[config.mk]
export PLATFORM = sky130hd
export DESIGN_NAME = debug_bridge_top
export DESIGN_NICKNAME = d
export VERILOG_FILES = /design/src/common/debug_bridge_pkg.sv /design/src/adiv5/adiv5_cmd_sequencer.sv /design/src/adiv5/adiv5_resp_tracker.sv /design/src/ahb/ahb_slave_port.sv /design/src/rtl/debug_bridge_top.sv
export SDC_FILE = /design/constraint.sdc
export NUM_CORES = 1
export LEC_CHECK = 0
export ABC_CLOCK_PERIOD_IN_PS = 5300
export BUFFER_PORTS_ARGS = -buffer_cell sky130_fd_sc_hd__buf_2
export CAP_MARGIN = 20
export CORE_AREA = 3 3 161 163
export DETAILED_ROUTE_END_ITERATION = 8
export DIE_AREA = 0 0 164 166
export PLACE_DENSITY = 0.65
export SYNTH_ARGS = -nofsm -noshare
export SYNTH_HDL_FRONTEND = slang
export SYNTH_SLANG_ARGS = --single-unit
[constraint.sdc]
create_clock -name CLK -period 5.3 [get_ports CLK]
set_clock_uncertainty 0.15 [all_clocks]
set_input_delay 0.795 -clock CLK [delete_from_list [all_inputs] [get_ports CLK]]
set_output_delay 0.795 -clock CLK [all_outputs]
set_load 0.02 [all_outputs]
[src/common/debug_bridge_pkg.sv]
// Debug bridge shared types: ADIv5 command and response formats, enums and constants
package debug_bridge_pkg;

   // ADIv5 register addresses, A[3:0] of the DP/AP access
   typedef enum logic [3:0]
   {
      reg_csw    = 4'h0,
      reg_tar    = 4'h4,
      reg_select = 4'h8,
      reg_drw    = 4'hc
   } adiv5_reg_e;

   // Acknowledge codes as returned by the probe
   typedef enum logic [2:0]
   {
      stat_ok    = 3'd1,
      stat_wait  = 3'd2,
      stat_fault = 3'd4
   } adiv5_stat_e;

   // One word of the command FIFO
   typedef struct packed
   {
      logic        ap_ndp;
      logic        rnw;
      adiv5_reg_e  addr;
      logic [31:0] data;
   } adiv5_cmd_t;

   // One word of the response FIFO
   typedef struct packed
   {
      logic [31:0] data;
      logic [2:0]  stat;
   } adiv5_resp_t;

   // Transfer handed from the AHB front end to the sequencer
   typedef struct packed
   {
      logic        write;
      logic [1:0]  size;
      logic [31:0] addr;
      logic [31:0] wdata;
   } ahb_req_t;

   typedef enum logic [2:0]
   {
      st_disabled, st_select, st_idle, st_csw, st_tar, st_drw, st_done
   } seq_state_e;

   typedef enum logic [1:0]
   {
      htrans_idle   = 2'b00,
      htrans_busy   = 2'b01,
      htrans_nonseq = 2'b10,
      htrans_seq    = 2'b11
   } ahb_htrans_e;

   // CSW with Size[2:0] and AddrInc[5:4] cleared, DeviceEn and a default Prot set
   localparam logic [31:0] CSW_BASE       = 32'h2300_0040;
   localparam logic [1:0]  CSW_INC_OFF    = 2'b00;
   localparam logic [1:0]  CSW_INC_SINGLE = 2'b01;
   localparam logic [1:0]  SIZE_WORD      = 2'd2;

   function automatic logic [31:0] csw_value(input logic [1:0] size, input logic inc);
      csw_value = CSW_BASE | {26'h0, (inc ? CSW_INC_SINGLE : CSW_INC_OFF), 2'b00, size};
   endfunction

   function automatic adiv5_cmd_t make_cmd(input logic ap, input logic rd,
                                           input adiv5_reg_e addr, input logic [31:0] data);
      adiv5_cmd_t cmd;
      cmd.ap_ndp = ap;
      cmd.rnw    = rd;
      cmd.addr   = addr;
      cmd.data   = data;
      return cmd;
   endfunction

endpackage

[src/adiv5/adiv5_cmd_sequencer.sv]
// ADIv5 command sequencer: issues SELECT, CSW, TAR and DRW writes with CSW and TAR caching
`timescale 1ns/10ps
module adiv5_cmd_sequencer import debug_bridge_pkg::*;
(
   input  logic        CLK,
   input  logic        rst_n,
   input  logic        enable,
   input  logic        seq,
   input  logic [7:0]  apsel,
   input  logic        req,
   input  ahb_req_t    req_data,
   input  logic        room,
   input  logic        err_pulse,
   output logic        ack,
   output adiv5_cmd_t  cmd_wrdata,
   output logic        cmd_wren,
   output logic        issue
);

   seq_state_e  state;
   logic        csw_init;
   logic [1:0]  csw_size;
   logic        csw_inc;
   logic [31:0] tar;
   logic        tar_valid;
   logic [1:0]  new_size;
   logic        tar_hit;
   logic [31:0] tar_inc;

   // Startup CSW is always word sized
   assign new_size = csw_init ? SIZE_WORD : req_data.size;
   assign tar_hit  = tar_valid && (tar == req_data.addr);
   assign tar_inc  = tar + (32'd1 << req_data.size);
   assign issue    = cmd_wren;

   always_comb
   begin
      cmd_wrdata = make_cmd(1'b1, ~req_data.write, reg_drw, req_data.wdata);
      cmd_wren   = 1'b0;
      case (state)
         st_select:
         begin
            // AP bank 0 and DP bank 0
            cmd_wrdata = make_cmd(1'b0, 1'b0, reg_select, {apsel, 24'h0});
            cmd_wren   = room;
         end
         st_csw:
         begin
            cmd_wrdata = make_cmd(1'b1, 1'b0, reg_csw, csw_value(new_size, seq));
            cmd_wren   = room;
         end
         st_tar:
         begin
            cmd_wrdata = make_cmd(1'b1, 1'b0, reg_tar, req_data.addr);
            cmd_wren   = room;
         end
         st_drw:
            cmd_wren = room;
         default:
            cmd_wren = 1'b0;
      endcase
   end

   always_ff @(posedge CLK or negedge rst_n)
   begin
      if (!rst_n)
      begin
         state     <= st_disabled;
         ack       <= 1'b0;
         csw_init  <= 1'b0;
         csw_size  <= SIZE_WORD;
         csw_inc   <= 1'b0;
         tar_valid <= 1'b0;
      end
      else
      begin
         case (state)
            st_disabled:
            begin
               tar_valid <= 1'b0;
               if (enable)
                  state <= st_select;
            end
            st_select:
            begin
               if (room)
               begin
                  csw_init <= 1'b1;
                  state    <= st_csw;
               end
            end
            st_idle:
            begin
               if (!enable)
                  state <= st_disabled;
               else if (req && !ack)
               begin
                  if (req_data.size != csw_size || seq != csw_inc)
                     state <= st_csw;
                  else if (!tar_hit)
                     state <= st_tar;
                  else
                     state <= st_drw;
               end
            end
            st_csw:
            begin
               if (room)
               begin
                  csw_size <= new_size;
                  csw_inc  <= seq;
                  csw_init <= 1'b0;
                  if (csw_init)
                     state <= st_idle;
                  else if (tar_hit)
                     state <= st_drw;
                  else
                     state <= st_tar;
               end
            end
            st_tar:
            begin
               if (room)
               begin
                  tar       <= req_data.addr;
                  tar_valid <= 1'b1;
                  state     <= st_drw;
               end
            end
            st_drw:
            begin
               if (room)
               begin
                  ack   <= 1'b1;
                  state <= st_done;
                  if (csw_inc)
                  begin
                     tar <= tar_inc;
                     // Auto-increment is only guaranteed inside a 1KB block
                     if (tar_inc[9:0] == 10'h0)
                        tar_valid <= 1'b0;
                  end
               end
            end
            st_done:
            begin
               if (!req)
               begin
                  ack   <= 1'b0;
                  state <= st_idle;
               end
            end
            default:
               state <= st_disabled;
         endcase

         // A failed access leaves the target TAR unknown
         if (err_pulse)
            tar_valid <= 1'b0;
      end
   end

endmodule

[src/adiv5/adiv5_resp_tracker.sv]
// ADIv5 response tracker: counts outstanding commands, keeps last read data and sticky status
`timescale 1ns/10ps
module adiv5_resp_tracker import debug_bridge_pkg::*;
#(
   parameter int CTR_WIDTH = 3
)
(
   input  logic        CLK,
   input  logic        rst_n,
   input  logic        enable,
   input  logic        issue,
   input  logic        cmd_full,
   input  adiv5_resp_t resp_rddata,
   input  logic        resp_empty,
   output logic        resp_rden,
   output logic        room,
   output logic        idle,
   output logic [31:0] last_data,
   output logic        err_sticky,
   output logic        err_pulse,
   output adiv5_stat_e stat
);

   logic [CTR_WIDTH-1:0] issued;
   logic [CTR_WIDTH-1:0] received;
   logic [CTR_WIDTH-1:0] issued_next;
   logic                 resp_bad;

   // Head word is taken as soon as it shows up
   assign resp_rden   = ~resp_empty;
   assign issued_next = issued + 1'b1;
   // Stop one short of wrapping onto the received count
   assign room        = ~cmd_full && (issued_next != received);
   assign idle        = (issued == received);
   assign resp_bad    = resp_rden && (resp_rddata.stat != stat_ok);

   always_ff @(posedge CLK or negedge rst_n)
   begin
      if (!rst_n)
      begin
         issued   <= '0;
         received <= '0;
      end
      else
      begin
         if (issue)
            issued <= issued_next;
         if (resp_rden)
            received <= received + 1'b1;
      end
   end

   always_ff @(posedge CLK)
   begin
      if (resp_rden)
         last_data <= resp_rddata.data;
   end

   always_ff @(posedge CLK or negedge rst_n)
   begin
      if (!rst_n)
      begin
         stat       <= stat_ok;
         err_sticky <= 1'b0;
         err_pulse  <= 1'b0;
      end
      else
      begin
         err_pulse <= resp_bad;
         // First failure is kept until the bridge is disabled
         if (!enable)
         begin
            stat       <= stat_ok;
            err_sticky <= 1'b0;
         end
         else if (resp_bad && !err_sticky)
         begin
            stat       <= adiv5_stat_e'(resp_rddata.stat);
            err_sticky <= 1'b1;
         end
      end
   end

endmodule

[src/ahb/ahb_slave_port.sv]
// AHB-Lite slave front end: captures transfers, hands them to the sequencer, drives the response
`timescale 1ns/10ps
module ahb_slave_port import debug_bridge_pkg::*;
(
   input  logic        CLK,
   input  logic        rst_n,
   input  logic        enable,
   input  logic        HSEL,
   input  logic        HREADY,
   input  ahb_htrans_e HTRANS,
   input  logic        HWRITE,
   input  logic [2:0]  HSIZE,
   input  logic [31:0] HADDR,
   input  logic [31:0] HWDATA,
   input  logic        ack,
   input  logic        idle,
   input  logic [31:0] last_data,
   input  logic        err_sticky,
   output logic        HREADYOUT,
   output logic        HRESP,
   output logic [31:0] HRDATA,
   output logic        req,
   output ahb_req_t    req_data
);

   typedef enum logic [2:0]
   {
      fe_idle, fe_data, fe_req, fe_wait, fe_err
   } fe_state_e;

   fe_state_e state;
   logic      accept;
   logic      reject;
   logic      done;

   assign accept = HSEL && HREADY && (HTRANS == htrans_nonseq || HTRANS == htrans_seq);

   // All commands of the transfer answered
   assign done = ack && idle;

   always_ff @(posedge CLK)
   begin
      if (state == fe_idle && accept)
      begin
         req_data.write <= HWRITE;
         req_data.size  <= HSIZE[1:0];
         req_data.addr  <= HADDR;
      end
      // Data phase follows the accepting cycle
      if (state == fe_data)
         req_data.wdata <= HWDATA;
      if (state == fe_wait && done && !err_sticky && !req_data.write)
         HRDATA <= last_data;
   end

   always_ff @(posedge CLK or negedge rst_n)
   begin
      if (!rst_n)
      begin
         state     <= fe_idle;
         HREADYOUT <= 1'b1;
         HRESP     <= 1'b0;
         req       <= 1'b0;
         reject    <= 1'b0;
      end
      else
      begin
         case (state)
            fe_idle:
            begin
               // Ends the second error cycle
               HRESP <= 1'b0;
               if (accept)
               begin
                  HREADYOUT <= 1'b0;
                  // Disabled bridge or transfers wider than a word get the error response
                  reject    <= !enable || HSIZE[2] || (HSIZE[1:0] == 2'b11);
                  state     <= fe_data;
               end
            end
            fe_data:
            begin
               if (reject)
               begin
                  HRESP <= 1'b1;
                  state <= fe_err;
               end
               else
                  state <= fe_req;
            end
            fe_req:
            begin
               // Previous handshake must be fully closed
               if (!ack)
               begin
                  req   <= 1'b1;
                  state <= fe_wait;
               end
            end
            fe_wait:
            begin
               if (done)
               begin
                  req <= 1'b0;
                  if (err_sticky)
                  begin
                     HRESP <= 1'b1;
                     state <= fe_err;
                  end
                  else
                  begin
                     HREADYOUT <= 1'b1;
                     state     <= fe_idle;
                  end
               end
            end
            fe_err:
            begin
               HREADYOUT <= 1'b1;
               state     <= fe_idle;
            end
            default:
               state <= fe_idle;
         endcase
      end
   end

endmodule

[src/rtl/debug_bridge_top.sv]
// Debug bridge top level: AHB-Lite slave to ADIv5 memory access through external FIFOs
`timescale 1ns/10ps
module debug_bridge_top import debug_bridge_pkg::*;
#(
   parameter int CTR_WIDTH = 3
)
(
   input  logic        CLK,
   input  logic        rst_n,
   input  logic        enable,
   input  logic        seq,
   input  logic [7:0]  apsel,
   output adiv5_stat_e stat,
   input  logic        HSEL,
   input  logic        HREADY,
   input  logic [1:0]  HTRANS,
   input  logic        HWRITE,
   input  logic [2:0]  HSIZE,
   input  logic [31:0] HADDR,
   input  logic [31:0] HWDATA,
   output logic        HREADYOUT,
   output logic        HRESP,
   output logic [31:0] HRDATA,
   output adiv5_cmd_t  cmd_wrdata,
   output logic        cmd_wren,
   input  logic        cmd_full,
   input  adiv5_resp_t resp_rddata,
   input  logic        resp_empty,
   output logic        resp_rden
);

   // Front end to sequencer handshake
   logic        req;
   logic        ack;
   ahb_req_t    req_data;

   // Tracker results
   logic        room;
   logic        issue;
   logic        idle;
   logic        err_sticky;
   logic        err_pulse;
   logic [31:0] last_data;

   ahb_slave_port u_ahb_slave_port
   (
      .CLK, .rst_n, .enable,
      .HSEL, .HREADY,
      .HTRANS     (ahb_htrans_e'(HTRANS)),
      .HWRITE, .HSIZE, .HADDR, .HWDATA,
      .ack, .idle, .last_data, .err_sticky,
      .HREADYOUT, .HRESP, .HRDATA,
      .req, .req_data
   );

   adiv5_cmd_sequencer u_cmd_sequencer
   (
      .CLK, .rst_n, .enable, .seq, .apsel,
      .req, .req_data, .room, .err_pulse,
      .ack, .cmd_wrdata, .cmd_wren, .issue
   );

   adiv5_resp_tracker #(.CTR_WIDTH(CTR_WIDTH)) u_resp_tracker
   (
      .CLK, .rst_n, .enable, .issue, .cmd_full,
      .resp_rddata, .resp_empty, .resp_rden,
      .room, .idle, .last_data, .err_sticky, .err_pulse, .stat
   );

endmodule

# --- Word-level counts from Yosys, hierarchy flattened ---
# Index checks and enable logic that the tools add are counted.
word_totals:
  wordCells: 161
  in_bits: 121
  regBits: 190
  out_inout_bits: 77
classes:
  n_reduce_logical: 42
  shift: 1
  eq_ne: 38
  n_bitwise: 3
  addsub: 3
  n_mux: 51
ops:
  columns: ["cell", "n"]
  rows:
  - ["$pmux W38 S3", 1]
  - ["$mux W32", 3]
  - ["$pmux W32 S2", 1]
  - ["$mux W3", 17]
  - ["$add A32 B32 Y32", 1]
  - ["$eq A32 B32 Y1", 1]
  - ["$shl A1 B2 Y32 const A", 1]
  - ["$pmux W3 S7", 1]
  - ["$mux W1", 20]
  - ["$ne A2 B2 Y1 const B", 8]
  - ["$eq A3 B2 Y1 const B", 4]
  - ["$eq A3 B3 Y1 const B", 4]
  - ["$logic_and A1 B1 Y1", 12]
  - ["$ne A2 B1 Y1 const B", 6]
  - ["$pmux W3 S4", 1]
  - ["$reduce_and A3 Y1", 4]
  - ["$logic_not A10 Y1", 1]
  - ["$reduce_and A5 Y1", 2]
  - ["$ne A3 B1 Y1 const B", 3]
  - ["$ne A3 B2 Y1 const B", 3]
  - ["$pmux W1 S3", 3]
  - ["$reduce_and A4 Y1", 2]
  - ["$reduce_bool A2 Y1", 4]
  - ["$reduce_and A7 Y1", 1]
  - ["other kinds (17)", 34]

# --- Logic depth before layout (Yosys ltp) ---
# Gate-level depths: netlist of run 1.
logic_depth:
  depth_word: 8
  mapped_depth: 9
  mapped_depth_nobuf: 8

# --- Hierarchy ---
# A second synthesis of run 1 with hierarchy kept.
hier_totals:
  cells_unflattened: 716
  area_unflattened_um2: 8709.6
modules_own_cells:
  columns: ["module", "cells_per_inst", "instances", "seq_area_each_um2", "area_each_um2"]
  rows:
  - ["adiv5_cmd_sequencer", 493, 1, 1187.4, 3798.6]
  - ["ahb_slave_port", 145, 1, 3149.3, 3428.3]
  - ["adiv5_resp_tracker", 78, 1, 1237.4, 1482.7]

# --- Worst setup path after synthesis of run 1 ---
# Ideal clock, no wire load.
synth_path:
  kind: "register to register"
  from: "register u_resp_tracker.issued[2]"
  to: "register u_ahb_slave_port.HRDATA[0], enable pin"
  path_buffers: 0
  arrival_time_ns: 4.263
  slack_ns: 0.386
  setup_ns: 0.501
  t_required_ns: 4.649
  period_less_slack_ns: 4.914
  stages_incl_launch_ff: 5
  path_cell_list: "dfrtp_1 > xor2_1 > nor4b_1 > nand2_1 > nor4_1"
synth_via:
  elab_chain_cells: 5
synth_lines:
  columns: ["item", "line_no", "text"]
  rows:
  - ["start: declaration", "adiv5_resp_tracker.sv:24", "logic [CTR_WIDTH-1:0] issued;"]
  - ["start signal: assignment", "adiv5_resp_tracker.sv:47", "issued <= issued_next;"]
  - ["$eq A3 B3 Y1", "adiv5_resp_tracker.sv:34", "assign idle = (issued == received);"]
  - ["$logic_and A1 B1 Y1", "ahb_slave_port.sv:39", "assign done = ack && idle;"]
  - ["$logic_and A1 B1 Y1 (3 in a row)", "ahb_slave_port.sv:52", "if (state == fe_wait && done && !err_sticky && !req_data.write)"]
  - ["end signal: assignment", "ahb_slave_port.sv:53", "HRDATA <= last_data;"]
  - ["end: declaration", "ahb_slave_port.sv:21", "output logic [31:0] HRDATA,"]
# Every way passes these cells.
# A chain may end at the register's enable or synchronous reset.

# --- Worst setup path in the final report of run 1 ---
layout_path:
  from: "register u_cmd_sequencer.state[0]"
  to: "output cmd_wren"
layout_via:
  elab_chain_cells: 3
  elab_cells_between_ends: 6
  cone_classes: "eq/ne (4); mux (1); reduce/logical (1)"
layout_lines:
  columns: ["item", "line_no", "text"]
  rows:
  - ["start: declaration", "adiv5_cmd_sequencer.sv:20", "seq_state_e state;"]
  - ["start signal: assignment", "adiv5_cmd_sequencer.sv:68", "state <= st_disabled;"]
  - ["start signal: assignment", "adiv5_cmd_sequencer.sv:82", "state <= st_select;"]
  - ["start signal: assignment", "adiv5_cmd_sequencer.sv:89", "state <= st_csw;"]
  - ["$eq A3 B1 Y1 (tied with other cells)", "adiv5_cmd_sequencer.sv:40", "case (state)"]
  - ["$reduce_or A4 Y1 (no line) (*)", null, null]
  - ["$mux W1 (*)", "adiv5_cmd_sequencer.sv:40", null]
  - ["end: declaration", "debug_bridge_top.sv:25", "output logic cmd_wren,"]
# Mark *: on every way between the ends. The rest lies on a longest branch, timed or not.

==> results.py, run 1 <==
metrics = {
    "synth": {
        "synth-seq-cells": 190,
        "netlist_instances": 703,
        "yosysSeqAreaShare_pct": 64.80,
        "syn_area_per_cell_um2": 12.24,
        "synth_edf_count": 163,
        "synth.distinct_cells": 62,
        "ys.flop_type": "edfxtp_1",
        "syn_area_mm2": 0.008602,
        "synthArstFlopShare_pct": 14.21,
        "synth.area.top_cells": "edfxtp_1, dfrtp_1, nand2_1",
        "yosysTopAreaCell": "edfxtp_1",
        "synth_warnings": 0,
        "synth_top_area_share_pct": 56.90,
    },
    "power_and_ir_drop": {
        "leakage_uw": 0.004022,
        "ir_drop_mv": 0.2406,
        "p_total_uw": 4636,
        "p_per_area_mw_per_mm2": 440.7,
    },
    "setup_path": {
        "critPathCaptureType": "primary output",
        "critPathArrivalTime_ns": 3.08,
        "reg2reg_depth": 5,
        "critPathRequiredTime_ns": 4.36,
        "worstSetupPathType": "register to primary output",
        "worst-path-max-fanout": 24,
        "critPathLaunchType": "register",
    },
    "clock_network": {
        "clock_sinks": 190,
        "cts_tree": "built",
        "post_cts_buffers": 0,
        "htreeDepth": 4,
        "path_clk_slew_ns": 0.07,
        "cts_resized": 0,
        "hold_buffers": 0,
        "worstSkewPairLatency_ns": 0.44,
        "clock_path_buffers": 2,
        "cts_root_buffer": "clkbuf_16",
        "cts_made_buffers": 17,
    },
    "sta": {
        "setup-violations-final": 0,
        "timing.final.ws_setup_ns": 1.273,
        "max_slew_margin_pct": 32.36,
        "min_period_over_period_pct": 75.98,
        "slew_violations": 0,
        "tns_ns": 0,
        "timing.fmax_mhz": 248.3,
        "tightest_slew_ns": 1.012,
        "min_period_ns": 4.027,
        "finalHoldViolCount": 0,
        "rsz0062_at_grt": "no",
    },
    "drt": {
        "vias": 6137,
        "drtPass1Iterations": 5,
        "antenna_left": 0,
        "drtIter0Drc": 524,
        "routed_wl_um": 21780,
        "drt_drc_violations_left": 0,
        "vias_per_cell": 4.998,
        "wire_per_inst_um": 17.74,
    },
    "floorplanning": {
        "initial_core_util_pct": 35.16,
        "fp.dieW_um": 164,
        "die-height_um": 166,
        "num_rows": 57,
        "floorplan.core_area_mm2": 0.02446,
        "dieArea_mm2": 0.02722,
        "io_pins": 198,
    },
    "placed_design": {
        "dpl.hpwl_um": 15760,
        "dp_worst_setup_slack_ns": 1.730,
        "io_buffer_count": 194,
        "gp_congestion": 0.8325,
    },
    "finish": {
        "area_growth_syn_to_layout_pct": 22.27,
        "drive_gt1_share_pct": 27.72,
        "fin_nets": 1017,
        "mostFrequentLayoutCells": "buf_2, edfxtp_1, nand2_1, xnor2_1, nor2_1",
        "final_common_cell": "buf_2",
    },
    "grt": {
        "grtUsageTotal_pct": 16.20,
        "overflow": 0,
        "antenna_found_initial": 2,
        "grt_pass1_wl_um": 33820,
        "first_global_vias": 6002,
        "grt_max_degree": 43,
    },
    "worst_hold_path": {
        "worst_hold_path_type": "input port to async pin",
    },
    "status": {
        "outcome": "finished clean",
    },
    "job": {
        "cap_violations": 0,
    },
}
==> metal layers <==
| layer | track usage, % | up-vias | part of all wire, % |
|---|---|---|---|
| met3 | 3.318 | 29 | 4.7 |
| li1 | - | 2975 | - |
| met5 | 0 | - | 0 |
| met2 | 26.19 | 183 | 50 |
| met1 | 21.50 | 2950 | 43 |
| met4 | 6.032 | 0 | 2.5 |
==> registers in the layout, indices dropped and copies added (netlist names), 2 cells and up <==
| name | count |
|---|---|
| u_resp_tracker.stat | 3 |
| u_resp_tracker.received | 3 |
| u_ahb_slave_port.state | 3 |
| u_ahb_slave_port.HRDATA | 32 |
| u_cmd_sequencer.tar | 32 |
| u_resp_tracker.issued | 3 |
| u_cmd_sequencer.csw_size | 2 |
| u_resp_tracker.last_data | 32 |
| u_cmd_sequencer.state | 3 |
| u_ahb_slave_port.req_data | 67 |
==> power breakdown <==
part / leakage (uW) / total [uW] / internal [uW] / switching (uW)
clock network: 0.000281 / 1250 / 631 / 621
registers: 0.00182 / 1980 / 1810 / 166
logic: 0.00192 / 1400 / 497 / 906
total: 0.00402 / 4640 / 2940 / 1690
==> cell families after synthesis <==
logic type | after synthesis | synth area share (%)
buf+inv | 50 | 2.414
flops | 190 | 64.80
xor+xnor | 62 | 6.473
other cells | 1 | 0.04359
simple gates | 262 | 14.66
fa+ha+maj | 7 | 1.105
compound gates | 119 | 9.047
mux | 12 | 1.455
==> through the flow <==
stage               cell area (um2)  instances  hold WS [ns]  utilization [%]
floorplan                      8606        704        0.2503                -
global placement               9910       1193        0.2500            40.51
detailed placement             9930       1194        0.2545            40.59
CTS                           10510       1226        0.2473            42.97
global route                  10520       1228        0.2637            43.00
finish                        10520       1228        0.2370            43.00
==> worst max-delay path, cell delays in order, from the launching register on <==
cell and delay [ns]:
dfrtp_1 0.36, buf_4 0.20, inv_1 0.57, nor2_1 0.23
inv_1 0.68, nand2_1 0.16, nand2_1 0.17, inv_1 0.08
buf_2 0.18
==> area by class of cell <==
type                            count  area, um2
Tap cell                          324      405.4
Multi-Input combinational cell    464       2850
Clock buffer                       18      429.2
Inverter                           13      48.80
Clock inverter                     14      153.9
Sequential cell                   190       5574
Timing Repair Buffer              203       1051
Antenna cell                        2      5.005
Fill cell                        2275      13940
==> final timing paths <==
kind                                               from                     endpoint  slack (ns)
max in group asynchronous                         rst_n   u_resp_tracker.received[0]        4.34
setup reg to reg                 u_cmd_sequencer.tar[4]      u_cmd_sequencer.tar[30]        2.21
hold / removal                                    rst_n    u_ahb_slave_port.state[1]        0.24
setup / recovery               u_cmd_sequencer.state[0]                     cmd_wren        1.27
hold reg to reg            u_resp_tracker.last_data[25]  u_ahb_slave_port.HRDATA[25]        0.27
min in group CLK           u_resp_tracker.last_data[25]  u_ahb_slave_port.HRDATA[25]        0.27
==> synth_stat cells (all sizes together) (2+ instances only) <==
master  instances
a21oi          11
buf            12
nand3          31
nand2b          4
inv            12
mux2            4
xnor2          46
nor2           41
a211oi          4
o31ai           9
mux2i           8
dfrtp          24
or3             9
dfstp           3
and3            3
clkbuf         25
o221ai          3
o311ai          2
a221oi          8
ha              6
edfxtp        163
a31oi          20
o21ai          38
a22oi           3
o211ai          5
nor3b           3
xor2           15
nand2         110
nor4            7
nor3           14
a21o            2
or4             4
nand4          20
o21bai          2
and2            4
nor2b           7
Note: power is estimated with default switching activity, not from simulation.
==> run 2: changes to the inputs <==
ABC_CLOCK_PERIOD_IN_PS = 3800   (was 5300)
PLACE_DENSITY = 0.63   (was 0.65)
clock period = 3.8 ns   (was 5.3 ns; I/O delays follow)
==> results.py, run 2 (synthesized netlist as in run 1, its figures left out) <==
metrics = {
    "grt": {
        "overflow": 0,
        "grtUsageTotal_pct": 16.02,
        "antenna_found_initial": 1,
        "grt_pass1_wl_um": 33670,
        "grt_max_degree": 43,
        "first_global_vias": 6108,
    },
    "sta": {
        "min_period_ns": 3.388,
        "min_period_over_period_pct": 89.15,
        "timing.fmax_mhz": 295.2,
        "slew_violations": 0,
        "max_slew_margin_pct": 42.89,
        "tightest_slew_ns": 0.8546,
        "tns_ns": 0,
        "rsz0062_at_grt": "no",
        "finalHoldViolCount": 0,
        "setup-violations-final": 0,
    },
    "placed_design": {
        "io_buffer_count": 194,
        "gp_congestion": 0.8284,
        "place_area_mm2": 0.009970,
        "dpl.hpwl_um": 15710,
    },
    "setup_path": {
        "ff2ff_setup_slack_ns": 0.71,
        "worst-path-max-fanout": 24,
        "worstSetupPathType": "register to primary output",
        "critPathCaptureType": "primary output",
        "critPathLaunchType": "register",
        "crit_chain": "inv_1 > nor2_1 > inv_1 > nand2_1 > nand2_1 > inv_1 > buf_2",
        "reg2reg_depth": 8,
        "cp_slowest_cell": "dfrtp_1",
        "cpPeakStageDelay_ns": 0.75,
        "critPathArrivalTime_ns": 2.67,
        "rr_startpoint": "u_ahb_slave_port.req_data[64]",
        "crit_family": "buffers and inverters",
        "critPathRequiredTime_ns": 3.08,
        "worst-path-buf-inv": 4,
        "crit_path_frequent_cell": "inv_1",
        "worst_r2r_endpoint": "u_cmd_sequencer.tar[30]",
    },
    "drt": {
        "vias_per_cell": 5.012,
        "drtIter0Drc": 399,
        "vias": 6175,
        "routed_wl_um": 21760,
        "antenna_left": 0,
        "top_layer_used": "met5",
        "dr_wl_met3_um": 1093,
        "drtPass1Iterations": 5,
        "wire_per_inst_um": 17.66,
        "met1_length_um": 9105,
        "drt_drc_violations_left": 0,
        "dr_wl_met2_um": 11310,
    },
    "floorplanning": {
        "dieArea_mm2": 0.02722,
        "num_rows": 57,
        "die-height_um": 166,
        "fp.dieW_um": 164,
        "io_pins": 198,
        "floorplan.core_area_mm2": 0.02446,
        "initial_core_util_pct": 35.16,
    },
    "finish": {
        "top_register": "u_ahb_slave_port.req_data",
        "multi_input_area_mm2": 0.002865,
        "postLayoutCoreUtil_pct": 43.28,
        "final_area_mm2": 0.01059,
        "mostFrequentLayoutCells": "buf_2, edfxtp_1, nand2_1, xnor2_1, nor2_1",
        "fillerInstances": 2277,
        "ff_latch_area_mm2": 0.005574,
        "drive_gt1_share_pct": 28.30,
        "fin_nets": 1023,
        "final_common_cell": "buf_2",
        "area_growth_syn_to_layout_pct": 23.07,
        "diodes": 0,
        "largest_reg_flops": 67,
    },
    "clock_network": {
        "clock_sinks": 190,
        "post_cts_buffers": 0,
        "htreeDepth": 4,
        "cts_root_buffer": "clkbuf_16",
        "worstSkewPairLatency_ns": 0.44,
        "cts_resized": 0,
        "path_clk_slew_ns": 0.08,
        "hold_buffers": 0,
        "cts_made_buffers": 17,
        "clock_path_buffers": 2,
        "cts_tree": "built",
    },
    "job": {
        "cap_violations": 0,
    },
    "status": {
        "outcome": "finished clean",
    },
    "power_and_ir_drop": {
        "p_total_uw": 6500,
        "ir_drop_mv": 0.2951,
        "leakage_uw": 0.004073,
        "p_per_area_mw_per_mm2": 614.0,
    },
    "worst_hold_path": {
        "worst_hold_path_type": "input port to async pin",
    },
}
## run 2: cell count changes in the layout (fill, tap and decap cells not counted), sizes merged
cell      before  now
clkinv         8    7
clkinvlp       1    0
clkbuf        18   17
buf          203  209
inv           18   21
diode          2    0
## run 2: worst max path at each step
stage / cells after the start / start / endpoint
2_1_floorplan: 4 / u_resp_tracker.issued[2] / u_ahb_slave_port.HRDATA[0]
3_3_place_gp: 8 / u_ahb_slave_port.req_data[64] / u_cmd_sequencer.tar[24]
3_5_place_dp: 8 / u_ahb_slave_port.req_data[64] / u_cmd_sequencer.tar[24]
4_1_cts: 6 / u_cmd_sequencer.state[0] / cmd_wrdata[9]
5_1_grt: 6 / u_cmd_sequencer.state[0] / cmd_wrdata[5]
6_report: 7 / u_cmd_sequencer.state[0] / cmd_wren
## run 2: where the power goes
part	switching, uW	internal, uW
sequential	231	2530
clock	880	888
combinational	1250	717
## run 2: per-stage QoR
| step | std cells | hold WS [ns] | setup slack (ns) |
|---|---|---|---|
| 6_report | 1232 | 0.01433 | 0.4123 |
| 4_1_cts | 1231 | 0.01335 | 0.3735 |
| 5_1_grt | 1232 | 0.03441 | 0.1670 |
| 3_5_place_dp | 1199 | 0.2545 | 0.7766 |
| 3_3_place_gp | 1199 | 0.2501 | 0.8197 |
| 2_1_floorplan | 704 | 0.1244 | 0.2052 |
## run 2: layer usage
metal / track usage [%] / up-vias
met5: 0 / -
met4: 4.046 / 2
met3: 3.542 / 20
met2: 27.64 / 163
met1: 20.39 / 3002
li1: - / 2988
## run 2: area by class of cell
class                           count  area share, %
Clock buffer                       17          4.018
Sequential cell                   190          52.65
Tap cell                          324          3.829
Clock inverter                     15          1.548
Timing Repair Buffer              209          10.42
Inverter                           13         0.4609
Multi-Input combinational cell    464          27.07
